==> src/source/otp_part_config.svh <==
// Partition geometry and address rules, included by the RTL and the testbench
`ifndef OTP_PART_CONFIG_SVH
`define OTP_PART_CONFIG_SVH

// One buffered block and the number of blocks in the partition
`define OTP_BLOCK_W     64
`define OTP_NUM_BLOCKS  4
`define OTP_BLK_IDX_W   2

// Byte offset of the partition inside OTP
`define OTP_PART_OFFSET 'h40

// Halfword address toward the macro, byte address is one bit wider
`define OTP_ADDR_W      10
`define OTP_BYTE_ADDR_W 11

// Byte address of a block is offset plus index times 8
`define OTP_BLK_BYTE_ADDR(idx) (`OTP_BYTE_ADDR_W'(`OTP_PART_OFFSET) + (`OTP_BYTE_ADDR_W'(idx) << 3))
// Macro works on 16 bit words
`define OTP_BLK_ADDR(idx) (`OTP_ADDR_W'(`OTP_BLK_BYTE_ADDR(idx) >> 1))

`endif
==> src/source/otp_part_pkg.sv <==
// Types describing the partition itself, referenced by scoped name
package otp_part_pkg;

  //////////////////////////////////////////////////
  // Partition error code
  //////////////////////////////////////////////////

  // Lower codes mirror the macro response so a cast carries them over
  // Upper codes are raised inside the partition
  typedef enum logic [2:0] {
    NO_ERR                = 3'h0,
    MACRO_ECC_CORR_ERR    = 3'h1,
    MACRO_ECC_UNCORR_ERR  = 3'h2,
    MACRO_WRITE_BLANK_ERR = 3'h3,
    CHECK_FAIL_ERR        = 3'h4,
    FSM_STATE_ERR         = 3'h5
  } part_err_e;

  //////////////////////////////////////////////////
  // Read port requesters
  //////////////////////////////////////////////////

  // Index order is also the arbitration priority
  typedef enum logic {
    REQ_INIT  = 1'b0,
    REQ_CHECK = 1'b1
  } requester_e;

endpackage

==> src/source/otp_macro_pkg.sv <==
// Types on the OTP macro side of the partition, referenced by scoped name
package otp_macro_pkg;

  //////////////////////////////////////////////////
  // Macro response
  //////////////////////////////////////////////////

  // Error code returned with every rvalid
  // Codes are shared with the partition error type
  typedef enum logic [2:0] {
    MACRO_NO_ERR      = 3'h0,
    MACRO_ECC_CORR    = 3'h1,
    MACRO_ECC_UNCORR  = 3'h2,
    MACRO_WRITE_BLANK = 3'h3
  } macro_err_e;

endpackage

==> src/source/otp_part_buf.sv <==
// Buffered OTP partition top level, connects arbiter, requesters, buffer and status control
`include "otp_part_config.svh"

module otp_part_buf (
  input  logic                                      clk_i,
  input  logic                                      rst_ni,
  input  logic                                      init_req_i,
  input  logic                                      cnsty_chk_req_i,
  input  logic                                      escalate_en_i,
  input  logic [1:0]                                access_i,
  output logic                                      init_done_o,
  output logic                                      cnsty_chk_ack_o,
  output otp_part_pkg::part_err_e                   error_o,
  output logic [1:0]                                access_o,
  output logic [`OTP_NUM_BLOCKS*`OTP_BLOCK_W-1:0]   data_o,
  // OTP macro read port
  output logic                                      otp_req_o,
  output logic [`OTP_ADDR_W-1:0]                    otp_addr_o,
  input  logic                                      otp_gnt_i,
  input  logic                                      otp_rvalid_i,
  input  logic [`OTP_BLOCK_W-1:0]                   otp_rdata_i,
  input  otp_macro_pkg::macro_err_e                 otp_err_i
);

  //////////////////////////////////////////////////
  // Internal wires
  //////////////////////////////////////////////////

  logic                    ini_req, ini_gnt, ini_rvalid, chk_req, chk_gnt, chk_rvalid;
  logic [`OTP_ADDR_W-1:0]  ini_addr, chk_addr;
  logic                    wr_en, ini_done, ini_fault, ini_corr, chk_fault, chk_corr;
  logic [`OTP_BLK_IDX_W-1:0] wr_idx, rd_idx;
  logic [`OTP_BLOCK_W-1:0] wr_data, rd_data;
  otp_part_pkg::part_err_e ini_code, chk_code;
  logic                    parity_err, err_state;
  logic [`OTP_NUM_BLOCKS*`OTP_BLOCK_W-1:0] buf_data;

  otp_read_arbiter u_arb (
    .clk_i, .rst_ni,
    .init_req_i(ini_req), .init_addr_i(ini_addr), .init_gnt_o(ini_gnt),
    .init_rvalid_o(ini_rvalid),
    .chk_req_i(chk_req), .chk_addr_i(chk_addr), .chk_gnt_o(chk_gnt), .chk_rvalid_o(chk_rvalid),
    .otp_req_o, .otp_addr_o, .otp_gnt_i, .otp_rvalid_i
  );

  part_init_reader u_reader (
    .clk_i, .rst_ni, .start_i(init_req_i), .err_state_i(err_state),
    .req_o(ini_req), .addr_o(ini_addr), .gnt_i(ini_gnt), .rvalid_i(ini_rvalid),
    .rdata_i(otp_rdata_i), .rerr_i(otp_err_i),
    .wr_en_o(wr_en), .wr_idx_o(wr_idx), .wr_data_o(wr_data),
    .done_o(ini_done), .fault_o(ini_fault), .fault_code_o(ini_code), .corr_o(ini_corr)
  );

  // Check may only start once the partition is initialized
  part_cnsty_checker u_checker (
    .clk_i, .rst_ni, .chk_req_i(cnsty_chk_req_i), .ready_i(init_done_o),
    .err_state_i(err_state),
    .req_o(chk_req), .addr_o(chk_addr), .gnt_i(chk_gnt), .rvalid_i(chk_rvalid),
    .rdata_i(otp_rdata_i), .rerr_i(otp_err_i), .rd_idx_o(rd_idx), .rd_data_i(rd_data),
    .ack_o(cnsty_chk_ack_o), .fault_o(chk_fault), .fault_code_o(chk_code), .corr_o(chk_corr)
  );

  part_buffer_regs u_buffer (
    .clk_i, .rst_ni, .wr_en_i(wr_en), .wr_idx_i(wr_idx), .wr_data_i(wr_data),
    .rd_idx_i(rd_idx), .rd_data_o(rd_data), .data_o(buf_data), .parity_err_o(parity_err)
  );

  // Requesters never fault in the same cycle, so a plain merge will do
  part_status_ctrl u_status (
    .clk_i, .rst_ni, .init_done_i(ini_done), .fault_i(ini_fault || chk_fault),
    .fault_code_i(ini_fault ? ini_code : chk_code), .corr_i(ini_corr || chk_corr),
    .parity_err_i(parity_err), .escalate_i(escalate_en_i), .access_i, .data_i(buf_data),
    .err_state_o(err_state), .init_done_o, .error_o, .access_o, .data_o
  );

endmodule

==> src/source/part_status_ctrl.sv <==
// Error code, terminal error state, init-done flag, output gating and software locks
`include "otp_part_config.svh"

module part_status_ctrl (
  input  logic                                      clk_i,
  input  logic                                      rst_ni,
  input  logic                                      init_done_i,
  input  logic                                      fault_i,
  input  otp_part_pkg::part_err_e                   fault_code_i,
  input  logic                                      corr_i,
  input  logic                                      parity_err_i,
  input  logic                                      escalate_i,
  // Bit 1 write lock, bit 0 read lock
  input  logic [1:0]                                access_i,
  input  logic [`OTP_NUM_BLOCKS*`OTP_BLOCK_W-1:0]   data_i,
  output logic                                      err_state_o,
  output logic                                      init_done_o,
  output otp_part_pkg::part_err_e                   error_o,
  output logic [1:0]                                access_o,
  output logic [`OTP_NUM_BLOCKS*`OTP_BLOCK_W-1:0]   data_o
);

  otp_part_pkg::part_err_e error_q, fatal_code;
  logic                    err_state_q, init_done_q, fatal;

  assign fatal = fault_i || parity_err_i || escalate_i;

  // Requester fault first, then parity, then escalation
  always_comb begin
    if (fault_i) fatal_code = fault_code_i;
    else if (parity_err_i) fatal_code = otp_part_pkg::CHECK_FAIL_ERR;
    else fatal_code = otp_part_pkg::FSM_STATE_ERR;
  end

  always_ff @(posedge clk_i or negedge rst_ni) begin
    if (!rst_ni) begin
      error_q     <= otp_part_pkg::NO_ERR;
      err_state_q <= 1'b0;
      init_done_q <= 1'b0;
    end else begin
      // First fatal code sticks, a correctable code may be overwritten
      if (fatal && !err_state_q) begin
        error_q <= fatal_code;
      end else if (corr_i && error_q == otp_part_pkg::NO_ERR) begin
        error_q <= otp_part_pkg::MACRO_ECC_CORR_ERR;
      end
      if (fatal) err_state_q <= 1'b1;
      // Error state takes the partition offline for good
      if (fatal || err_state_q) init_done_q <= 1'b0;
      else if (init_done_i) init_done_q <= 1'b1;
    end
  end

  assign err_state_o = err_state_q;
  assign init_done_o = init_done_q;
  assign error_o     = error_q;
  assign data_o      = init_done_q ? data_i : '0;
  // Uninitialized partition is fully locked
  assign access_o    = access_i | {2{~init_done_q}};

  err_state_locks_a : assert property (
    @(posedge clk_i) disable iff (!rst_ni) err_state_q |-> (&access_o)
  );

endmodule

==> src/source/part_buffer_regs.sv <==
// Block-addressed partition buffer with one parity bit per block and a parity error flag
`include "otp_part_config.svh"

module part_buffer_regs (
  input  logic                                      clk_i,
  input  logic                                      rst_ni,
  // Write port, from the init reader
  input  logic                                      wr_en_i,
  input  logic [`OTP_BLK_IDX_W-1:0]                 wr_idx_i,
  input  logic [`OTP_BLOCK_W-1:0]                   wr_data_i,
  // Read port, for the consistency checker
  input  logic [`OTP_BLK_IDX_W-1:0]                 rd_idx_i,
  output logic [`OTP_BLOCK_W-1:0]                   rd_data_o,
  // Whole partition, block 0 in the low bits
  output logic [`OTP_NUM_BLOCKS*`OTP_BLOCK_W-1:0]   data_o,
  output logic                                      parity_err_o
);

  logic [`OTP_BLOCK_W-1:0]    blk_q [`OTP_NUM_BLOCKS];
  logic [`OTP_NUM_BLOCKS-1:0] par_q;

  // Even parity, so all zeros after reset is consistent
  always_ff @(posedge clk_i or negedge rst_ni) begin
    if (!rst_ni) begin
      for (int i = 0; i < `OTP_NUM_BLOCKS; i++) begin
        blk_q[i] <= '0;
      end
      par_q <= '0;
    end else if (wr_en_i) begin
      blk_q[wr_idx_i] <= wr_data_i;
      par_q[wr_idx_i] <= ^wr_data_i;
    end
  end

  assign rd_data_o = blk_q[rd_idx_i];

  // Flatten and check every stored block
  always_comb begin
    parity_err_o = 1'b0;
    for (int i = 0; i < `OTP_NUM_BLOCKS; i++) begin
      data_o[i*`OTP_BLOCK_W +: `OTP_BLOCK_W] = blk_q[i];
      if ((^blk_q[i]) != par_q[i]) begin
        parity_err_o = 1'b1;
      end
    end
  end

endmodule

==> src/source/part_cnsty_checker.sv <==
// Re-reads the partition on request and compares each block with the buffered copy
`include "otp_part_config.svh"

module part_cnsty_checker (
  input  logic                          clk_i,
  input  logic                          rst_ni,
  input  logic                          chk_req_i,
  input  logic                          ready_i,
  input  logic                          err_state_i,
  // Read port toward the arbiter
  output logic                          req_o,
  output logic [`OTP_ADDR_W-1:0]        addr_o,
  input  logic                          gnt_i,
  input  logic                          rvalid_i,
  input  logic [`OTP_BLOCK_W-1:0]       rdata_i,
  input  otp_macro_pkg::macro_err_e     rerr_i,
  // Buffer read port
  output logic [`OTP_BLK_IDX_W-1:0]     rd_idx_o,
  input  logic [`OTP_BLOCK_W-1:0]       rd_data_i,
  // Status reporting
  output logic                          ack_o,
  output logic                          fault_o,
  output otp_part_pkg::part_err_e       fault_code_o,
  output logic                          corr_o
);

  typedef enum logic [1:0] {C_IDLE, C_REQ, C_WAIT} chk_state_e;

  chk_state_e                 state_q, state_d;
  logic [`OTP_BLK_IDX_W-1:0]  cnt_q;
  logic                       ack_q, ack_d;
  logic                       rsp, fatal, mismatch, last_blk;

  assign rsp      = (state_q == C_WAIT) && rvalid_i;
  assign fatal    = !(rerr_i inside {otp_macro_pkg::MACRO_NO_ERR, otp_macro_pkg::MACRO_ECC_CORR});
  // Compare against the block at the current index
  assign mismatch = (rdata_i != rd_data_i);
  assign last_blk = (cnt_q == `OTP_BLK_IDX_W'(`OTP_NUM_BLOCKS - 1));

  assign req_o    = (state_q == C_REQ);
  assign addr_o   = `OTP_BLK_ADDR(cnt_q);
  assign rd_idx_o = cnt_q;

  // Macro fault takes precedence over the compare result
  assign fault_o      = rsp && (fatal || mismatch);
  assign fault_code_o = fatal ? otp_part_pkg::part_err_e'(rerr_i) : otp_part_pkg::CHECK_FAIL_ERR;
  assign corr_o       = rsp && (rerr_i == otp_macro_pkg::MACRO_ECC_CORR);

  // Ack sources
  // end of a check, a failing block, a request in error state, an aborted check
  assign ack_d = (rsp && (fault_o || last_blk)) ||
                 (err_state_i && (chk_req_i || state_q != C_IDLE));
  assign ack_o = ack_q;

  always_comb begin
    state_d = state_q;
    case (state_q)
      C_IDLE: if (chk_req_i && ready_i && !err_state_i) state_d = C_REQ;
      C_REQ:  if (gnt_i) state_d = C_WAIT;
      C_WAIT: begin
        if (rvalid_i) begin
          state_d = (fault_o || last_blk) ? C_IDLE : C_REQ;
        end
      end
      default: state_d = C_IDLE;
    endcase
    // No reads once the partition is in error
    if (err_state_i) state_d = C_IDLE;
  end

  always_ff @(posedge clk_i or negedge rst_ni) begin
    if (!rst_ni) begin
      state_q <= C_IDLE;
      cnt_q   <= '0;
      ack_q   <= 1'b0;
    end else begin
      state_q <= state_d;
      ack_q   <= ack_d;
      // Every check starts from block 0
      if (state_q == C_IDLE) begin
        cnt_q <= '0;
      end else if (rsp && !fault_o && !last_blk) begin
        cnt_q <= cnt_q + 1'b1;
      end
    end
  end

  // Each request sees a single ack pulse
  ack_single_pulse_a : assert property (
    @(posedge clk_i) disable iff (!rst_ni) ack_o |=> !ack_o
  );

endmodule

==> src/source/part_init_reader.sv <==
// Sequences the initial readout of every partition block into the buffer registers
`include "otp_part_config.svh"

module part_init_reader (
  input  logic                          clk_i,
  input  logic                          rst_ni,
  input  logic                          start_i,
  input  logic                          err_state_i,
  // Read port toward the arbiter
  output logic                          req_o,
  output logic [`OTP_ADDR_W-1:0]        addr_o,
  input  logic                          gnt_i,
  input  logic                          rvalid_i,
  input  logic [`OTP_BLOCK_W-1:0]       rdata_i,
  input  otp_macro_pkg::macro_err_e     rerr_i,
  // Buffer write port
  output logic                          wr_en_o,
  output logic [`OTP_BLK_IDX_W-1:0]     wr_idx_o,
  output logic [`OTP_BLOCK_W-1:0]       wr_data_o,
  // Status reporting
  output logic                          done_o,
  output logic                          fault_o,
  output otp_part_pkg::part_err_e       fault_code_o,
  output logic                          corr_o
);

  // Halt is terminal, whether finished or stopped by an error
  typedef enum logic [1:0] {R_IDLE, R_REQ, R_WAIT, R_HALT} rd_state_e;

  rd_state_e                  state_q, state_d;
  logic [`OTP_BLK_IDX_W-1:0]  cnt_q;
  logic                       rsp, rsp_ok, last_blk;

  assign rsp      = (state_q == R_WAIT) && rvalid_i;
  assign rsp_ok   = rerr_i inside {otp_macro_pkg::MACRO_NO_ERR, otp_macro_pkg::MACRO_ECC_CORR};
  assign last_blk = (cnt_q == `OTP_BLK_IDX_W'(`OTP_NUM_BLOCKS - 1));

  assign req_o  = (state_q == R_REQ);
  assign addr_o = `OTP_BLK_ADDR(cnt_q);

  // Buffer is written in the rvalid cycle
  assign wr_en_o   = rsp && rsp_ok;
  assign wr_idx_o  = cnt_q;
  assign wr_data_o = rdata_i;

  assign done_o       = rsp && rsp_ok && last_blk;
  assign fault_o      = rsp && !rsp_ok;
  assign fault_code_o = otp_part_pkg::part_err_e'(rerr_i);
  assign corr_o       = rsp && (rerr_i == otp_macro_pkg::MACRO_ECC_CORR);

  always_comb begin
    state_d = state_q;
    unique case (state_q)
      R_IDLE: if (start_i) state_d = R_REQ;
      R_REQ:  if (gnt_i) state_d = R_WAIT;
      R_WAIT: begin
        if (rvalid_i) begin
          // Stop after the last block or a fatal response
          state_d = (fault_o || last_blk) ? R_HALT : R_REQ;
        end
      end
      R_HALT: state_d = R_HALT;
    endcase
    if (err_state_i) state_d = R_HALT;
  end

  always_ff @(posedge clk_i or negedge rst_ni) begin
    if (!rst_ni) begin
      state_q <= R_IDLE;
      cnt_q   <= '0;
    end else begin
      state_q <= state_d;
      if (wr_en_o && !last_blk) cnt_q <= cnt_q + 1'b1;
    end
  end

endmodule

==> src/source/otp_read_arbiter.sv <==
// Fixed-priority arbiter sharing the single OTP read port between init reader and checker
`include "otp_part_config.svh"

module otp_read_arbiter (
  input  logic                   clk_i,
  input  logic                   rst_ni,
  // Init reader side
  input  logic                   init_req_i,
  input  logic [`OTP_ADDR_W-1:0] init_addr_i,
  output logic                   init_gnt_o,
  output logic                   init_rvalid_o,
  // Consistency checker side
  input  logic                   chk_req_i,
  input  logic [`OTP_ADDR_W-1:0] chk_addr_i,
  output logic                   chk_gnt_o,
  output logic                   chk_rvalid_o,
  // Macro side
  output logic                   otp_req_o,
  output logic [`OTP_ADDR_W-1:0] otp_addr_o,
  input  logic                   otp_gnt_i,
  input  logic                   otp_rvalid_i
);

  logic                    busy_q;
  otp_part_pkg::requester_e owner_q;
  otp_part_pkg::requester_e sel;

  // Init always wins
  assign sel = init_req_i ? otp_part_pkg::REQ_INIT : otp_part_pkg::REQ_CHECK;

  // Nothing new goes out while a read is outstanding
  assign otp_req_o  = !busy_q && (init_req_i || chk_req_i);
  assign otp_addr_o = (sel == otp_part_pkg::REQ_INIT) ? init_addr_i : chk_addr_i;

  // Grant passes through in the same cycle
  assign init_gnt_o = otp_req_o && otp_gnt_i && (sel == otp_part_pkg::REQ_INIT);
  assign chk_gnt_o  = otp_req_o && otp_gnt_i && (sel == otp_part_pkg::REQ_CHECK);

  // Response only to the latched owner
  assign init_rvalid_o = otp_rvalid_i && busy_q && (owner_q == otp_part_pkg::REQ_INIT);
  assign chk_rvalid_o  = otp_rvalid_i && busy_q && (owner_q == otp_part_pkg::REQ_CHECK);

  always_ff @(posedge clk_i or negedge rst_ni) begin
    if (!rst_ni) begin
      busy_q  <= 1'b0;
      owner_q <= otp_part_pkg::REQ_INIT;
    end else if (otp_req_o && otp_gnt_i) begin
      busy_q  <= 1'b1;
      owner_q <= sel;
    end else if (otp_rvalid_i) begin
      // Owner's rvalid releases the port
      busy_q  <= 1'b0;
    end
  end

  // Macro must not answer a read that was never granted
  rvalid_needs_grant_a : assert property (
    @(posedge clk_i) disable iff (!rst_ni) otp_rvalid_i |-> busy_q
  );

endmodule

==> config.mk <==
export PLATFORM = sky130hd
export DESIGN_NAME = otp_part_buf
export DESIGN_NICKNAME = d
export VERILOG_FILES = /design/src/source/otp_part_pkg.sv /design/src/source/otp_macro_pkg.sv /design/src/source/otp_part_buf.sv /design/src/source/part_status_ctrl.sv /design/src/source/part_buffer_regs.sv /design/src/source/part_cnsty_checker.sv /design/src/source/part_init_reader.sv /design/src/source/otp_read_arbiter.sv
export VERILOG_INCLUDE_DIRS = /design/src /design/src/source
export SDC_FILE = /design/constraint.sdc
export NUM_CORES = 1
export LEC_CHECK = 0
export ABC_AREA = 0
export BUFFER_PORTS_ARGS = -buffer_cell sky130_fd_sc_hd__buf_4
export CORE_ASPECT_RATIO = 1.1
export CORE_MARGIN = 2
export CORE_UTILIZATION = 50
export CTS_BUF_LIST = sky130_fd_sc_hd__clkbuf_16
export CTS_CLUSTER_SIZE = 24
export DETAILED_ROUTE_END_ITERATION = 16
export HOLD_SLACK_MARGIN = 0.15
export PLACE_DENSITY = 0.74
export SYNTH_ARGS = -nofsm -noshare
export SYNTH_HDL_FRONTEND = slang
export SYNTH_SLANG_ARGS = --single-unit
==> constraint.sdc <==
create_clock -name clk_i -period 3.05 [get_ports clk_i]
set_clock_uncertainty 0.05 [all_clocks]
set_input_delay 0.1525 -clock clk_i [delete_from_list [all_inputs] [get_ports clk_i]]
set_output_delay 0.1525 -clock clk_i [all_outputs]
set_load 0.05 [all_outputs]
# Yosys cells after proc, flatten, opt, wreduce, memory -nomap -nowiden
# Index checks and enable logic that the tools add are counted.
[op_classes]
addsub = 4
magnitude_cmp = 5
eq_ne = 19
n_mux = 40
n_bitwise = 5
reduce_logical = 60
[op_table]
columns = ["op", "n"]
rows = [
  ["$reduce_xor 64->1", 5],
  ["$bwmux 256", 1],
  ["$mux 256", 1],
  ["$mux 64", 3],
  ["$bmux 64 s2", 1],
  ["$demux 64 s2", 1],
  ["$ne 64x64->1", 1],
  ["$logic_and 1x1->1", 26],
  ["$mux 2", 11],
  ["$add 7x5->8 const A", 2],
  ["$mux 3", 5],
  ["$mux 1", 12],
  ["$reduce_bool 2->1", 6],
  ["$logic_or 1x1->1", 11],
  ["$eq 2x2->1 const B", 5],
  ["$mux 10", 1],
  ["$ne 3x1->1 const B", 3],
  ["$ne 3x2->1 const B", 3],
  ["$pmux 2 s4", 1],
  ["$ge 3x3->1 const B", 2],
  ["$logic_not 1->1", 6],
  ["$logic_not 3->1", 2],
  ["$not 2->3", 2],
  ["$pmux 2 s3", 1],
  ["13 further kinds", 21],
]
[totals]
reg_bits = 276
in_bits = 76
output_inout_bits = 274

# Logic depth before layout (Yosys ltp)
[depth]
word_depth = 12
mapped_depth = 11
ltp_nobuf = 8

# Hierarchy
# From an unflattened synthesis, not the netlist that was laid out.
[hier_totals]
cells_unflattened = 1542
area_unflattened_um2 = 18195.0
[by_module_without_submodules]
columns = ["module", "instances", "cells_each", "area_per_inst_um2"]
rows = [
  ["part_buffer_regs", 1, 950, 13883.3],
  ["part_status_ctrl", 1, 307, 1970.6],
  ["part_cnsty_checker", 1, 153, 1187.4],
  ["part_init_reader", 1, 102, 839.6],
  ["otp_read_arbiter", 1, 25, 267.8],
  ["otp_part_buf", 1, 5, 46.3],
]

# Worst setup path after synthesis
# Ideal clock, no wire load.
[synth_timing]
kind = "flip-flop to flip-flop"
startpoint = "register u_checker.cnt_q[1], in the netlist u_checker.rd_idx_o[1]"
endpoint = "register u_status.error_q[0], in the netlist u_status.error_o[0]"
setup_time_ps = 126
arrival_time_ps = 2527
slack_ps = 347
path_stages_with_launch = 12
synth_period_minus_slack_ps = 2703
cell_sequence = "dfrtp_1 -> buf_6 -> buf_2 -> buf_2 -> mux4_2 -> xnor2_1 -> nand4_1 -> nor3_1 -> a31oi_1 -> nor3_4 -> nor3b_1 -> o32a_1"
[synth_between]
elab_chain_cells = 12
word_cells_on_any_way = 14
classes_between = "1 x eq/ne; 5 x mux; 1 x bitwise; 7 x reduce/logical"
[synth_rtl]
columns = ["element", "line_no", "source"]
rows = [
  ["from (decl)", "part_cnsty_checker.sv:30", "logic [`OTP_BLK_IDX_W-1:0] cnt_q;"],
  ["from (signal assigned)", "part_cnsty_checker.sv:83", "cnt_q <= cnt_q + 1'b1;"],
  ["$not 2->3 (not written as such) *", "part_buffer_regs.sv:35", "assign rd_data_o = blk_q[rd_idx_i];"],
  ["$bmux 64 s2 *", "part_buffer_regs.sv:35", ""],
  ["$mux 64 (not written as such) * (2 in series)", "part_buffer_regs.sv:35", ""],
  ["$ne 64x64->1 *", "part_cnsty_checker.sv:37", "assign mismatch = (rdata_i != rd_data_i);"],
  ["$logic_or 1x1->1 *", "part_cnsty_checker.sv:45", "assign fault_o = rsp && (fatal || mismatch);"],
  ["$logic_and 1x1->1 *", "part_cnsty_checker.sv:45", ""],
  ["$logic_or 1x1->1 *", "otp_part_buf.sv:70", ".clk_i, .rst_ni, .init_done_i(ini_done), .fault_i(ini_fault || chk_fault),"],
  ["$logic_or 1x1->1 (2 in series)", "part_status_ctrl.sv:26", "assign fatal = fault_i || parity_err_i || escalate_i;"],
  ["$logic_and 1x1->1", "part_status_ctrl.sv:42", "if (fatal && !err_state_q) begin"],
  ["$mux 3 / $reduce_bool 2->1 (equally long branches)", "--", ""],
  ["to (signal assigned)", "part_status_ctrl.sv:37", "error_q <= otp_part_pkg::NO_ERR;"],
  ["to (signal assigned)", "part_status_ctrl.sv:43", "error_q <= fatal_code;"],
  ["to (signal assigned)", "part_status_ctrl.sv:45", "error_q <= otp_part_pkg::MACRO_ECC_CORR_ERR;"],
  ["to (decl)", "part_status_ctrl.sv:23", "otp_part_pkg::part_err_e error_q, fatal_code;"],
]
# Every way passes the cells marked *; elsewhere a longest branch is shown, timed or not. The select of a mux whose other input is x is not followed.
# A chain may end at the register's enable or synchronous reset.

# Worst setup path after layout
[layout_timing]
startpoint = "register u_checker.cnt_q[1], in the netlist u_checker.rd_idx_o[1]"
endpoint = "register u_status.error_q[2], in the netlist u_status.error_o[2]"
# Same word-level chain as after synthesis.

==> summary.md <==
| Metric | Value |
|---|---|
| Seq/Total Area, Yosys | `0.398` |
| Placed wire-length estimate | `41.8 mm` |
| P&R area growth vs syn | `31.5%` |
| DIE WIDTH | `182 um` |
| Initial DRT Pass Iterations | `5` |
| Layout cells sized above 1 | `0.385` |
| CTS tree | `yes` |
| CTS root buf | `clkbuf_16` |
| Post-DP Area | `20,800 um2` |
| Area leader, netlist | `dfrtp_1` |
| Main flop type after synthesis | `dfrtp_1` |
| Vias in the first global route | `13,800` |
| Combinational Power Share | `0.106` |
| EDFF count, synth | `0` |
| Syn avg cell area | `11.6 um2` |
| Final Cell Area | `between 20,000 and 25,000 um2` |
| Clock share of power | `0.429` |
| Req. time, crit path | `3420 ps` |
| Violated checks | `setup timing` |
| Synth top area share | `0.398` |
| Hold Crit Class | `in -> async` |
| Die H | `approximately 200 um` |
| Crit end category | `register` |
| N_diodes | `0` |
| Num Clock Sinks | `roughly 280` |
| Warnings from Yosys | `0` |
| Crit path arrival time | `~3600 ps` |
| Drt wl/cell | `23.9 um` |
| DP Worst Slack | `-240 ps` |
| Worst skew pair latency | `550 ps` |
| Max Cap Viol | `0` |
| Most frequent cells in the layout | `buf_4, xnor2_1, dfrtp_1, and2_1, mux2_2` |
| P per Cell Area | `345 nW/um2` |
| Max-slew headroom | `0.566` |
| Largest net degree at the start of global routing | `roughly 140` |
| Yosys cell types | `51` |
| Final Worst Setup Slack | `-124 ps` |
| Fin crit period | `3170 ps` |
| Antenna violations before repair | `0` |
| GP Congestion | `0.913` |
| # IOs | `350` |
| Clock buffer count from CTS | `28` |
| Worst-Margin Slew | `roughly 650 ps` |
| First-pass GRT wire length | `86.3 mm` |
| Final core occ | `0.667` |
| Die footprint | `36,200 um2` |
| Final setup violation count | `6` |
| # placed instances | `2,273` |
| Fmax | `315 MHz` |
| Period utilization | `1.04` |
| Final hold viol count | `0` |
| Worst vdd ir | `approximately 0.38 mV` |
| Initial DRC count | `1,097` |
| Clock tree buffer depth | `3` |
| GR Overflow Total | `0` |
| Post-Syn Area | `17,400 um2` |
| Total Nets Final | `2,031` |
| Outcome | `finished with violations` |
| DRT Wirelength | `57.5 mm` |
| Core Region | `~34,000 um2` |
| Leak pwr | `approximately 11 nW` |
| Switching Share | `0.244` |
| Sequential power share | `0.466` |
| Gr usage total | `0.315` |
| RSZ-0062 raised after global routing | `yes` |
| Cell Count, Final, Fillers Out | `about 2,400` |
| Most common cell after layout, fill and taps aside | `buf_4` |
| Clk pin slew, worst setup/hold paths | `60 ps` |
| Ys async rst share | `1.00` |
| TNS Setup | `-482 ps` |
| DRT antenna net count | `0` |
| # H-tree levels | `1` |
| Ranking of synthesized cells by area | `dfrtp_1, xnor2_1, mux2_2` |
| Vias | `13,700` |
| CP Launch Type | `register` |
| Initial Utilization | `0.507` |
| Pins over their slew limit | `0` |
| Row count | `71` |
| Critical path class | `reg -> reg` |
| Register bit total from synthesis | `276` |
| Number of remaining DRC errors | `0` |
| Int Pwr | `0.00595 W` |
| Syn Inst Count | `roughly 1,500` |
| Via density | `5.69` |
| Crit Path Max Fanout | `7` |
| P_sw | `0.00192 W` |
| Number of port buffers | `341` |
==> power by group through the flow <==
stage / clock [W] / combinational, W / sequential (W)
final: 0.00337 / 0.000831 / 0.00366
after global routing: 0.00354 / 0.000871 / 0.00366
after CTS: 0.00340 / 0.000821 / 0.00366
after detailed placement: 0 / 0.000724 / 0.00373
after global placement: 0 / 0.000719 / 0.00373
after floorplan: 0 / 0.000353 / 0.00373
==> cells by family after synthesis <==
family,count (synthesis),synth area share
compound gates,107,0.0361
xor+xnor,348,0.192
fa+ha+maj,5,0.00361
buf+inv,112,0.0296
flops,276,0.398
mux,260,0.210
other cells,2,0.000433
simple gates,392,0.130
==> per-layer routing <==
| layer | global-route usage | part of all wire | up-vias | wire (um) |
|---|---|---|---|---|
| li1 | - | - | 5967 | - |
| met1 | 0.407 | 0.39 | 6903 | 22600 |
| met2 | 0.540 | 0.49 | 672 | 28400 |
| met3 | 0.0538 | 0.077 | 129 | 4400 |
| met4 | 0.108 | 0.036 | 0 | 2050 |
| met5 | 0 | 0 | - | 0 |
==> critical path, stage by stage (launching register included) <==
cell and delay [ps]:
dfrtp_4 490, buf_12 170, buf_6 120, mux4_2 530
xnor2_2 200, nand4_1 120, nor4_2 380, buf_4 200
a21oi_2 60, nor3_4 320, a31oi_1 190, o32a_1 220
==> Yosys cell counts, drive strengths merged (2+ instances only) <==
| cell | n |
|---|---|
| a21oi | 8 |
| a22o | 4 |
| a2bb2oi | 3 |
| a31oi | 3 |
| and2 | 257 |
| buf | 22 |
| clkbuf | 62 |
| conb | 2 |
| dfrtp | 276 |
| ha | 5 |
| inv | 27 |
| mux2 | 195 |
| mux4 | 64 |
| nand2 | 79 |
| nand2b | 4 |
| nand3 | 5 |
| nand3b | 3 |
| nand4 | 11 |
| nor2 | 16 |
| nor3 | 4 |
| nor4 | 8 |
| o21ai | 71 |
| o22ai | 4 |
| o2bb2ai | 5 |
| o32a | 2 |
| xnor2 | 291 |
| xnor3 | 20 |
| xor2 | 37 |
==> flip-flops by register name, indices dropped and copies added (netlist names), 2 cells and up <==
signal              flops
u_checker.state_q       2
u_buffer.data_o       256
u_checker.rd_idx_o      2
u_status.error_o        3
u_buffer.par_q          4
u_reader.wr_idx_o       2
u_reader.state_q        2
==> worst paths after layout <==
check                                      start              endpoint  slack [ps]  cells past startpoint
setup / recovery           u_checker.rd_idx_o[1]   u_status.error_o[2]        -120                     11
max in group asynchronous                 rst_ni  u_buffer.data_o[144]        2300                      3
min in group clk_i                 escalate_en_i  u_status.err_state_o         390                      4
setup reg to reg           u_checker.rd_idx_o[1]   u_status.error_o[2]        -120                     11
hold / removal                            rst_ni  u_buffer.data_o[171]         200                      3
hold reg to reg                u_buffer.par_q[3]     u_buffer.par_q[3]         490                      1
==> final cells by class <==
cell class	instances	area [um2]
repair buffers	497	4190
well taps	438	548
fillers	2577	11400
clock inverters	17	146
inverters	27	101
clock buffers	29	726
flip-flops and latches	276	6920
multi-input cells	1120	10200
==> metrics by stage <==
step,total power (W),hold slack [ps]
4_1_cts,0.00789,193
3_5_place_dp,0.00445,85.4
3_3_place_gp,0.00445,83.8
6_report,0.00787,195
2_1_floorplan,0.00409,-193
5_1_grt,0.00807,231
==> what timing repair did <==
action | 4_1_cts | 5_1_grt
buffers inserted | 7 | 1
setup endpoints to repair | 8 | 9
hold endpoints to repair | 545 | 0
pin swaps | 15 | 0
gates resized for setup | 37 | 4
hold buffers | 76 | 0
gates cloned | 1 | 0
(Power assumes the default switching activity.)
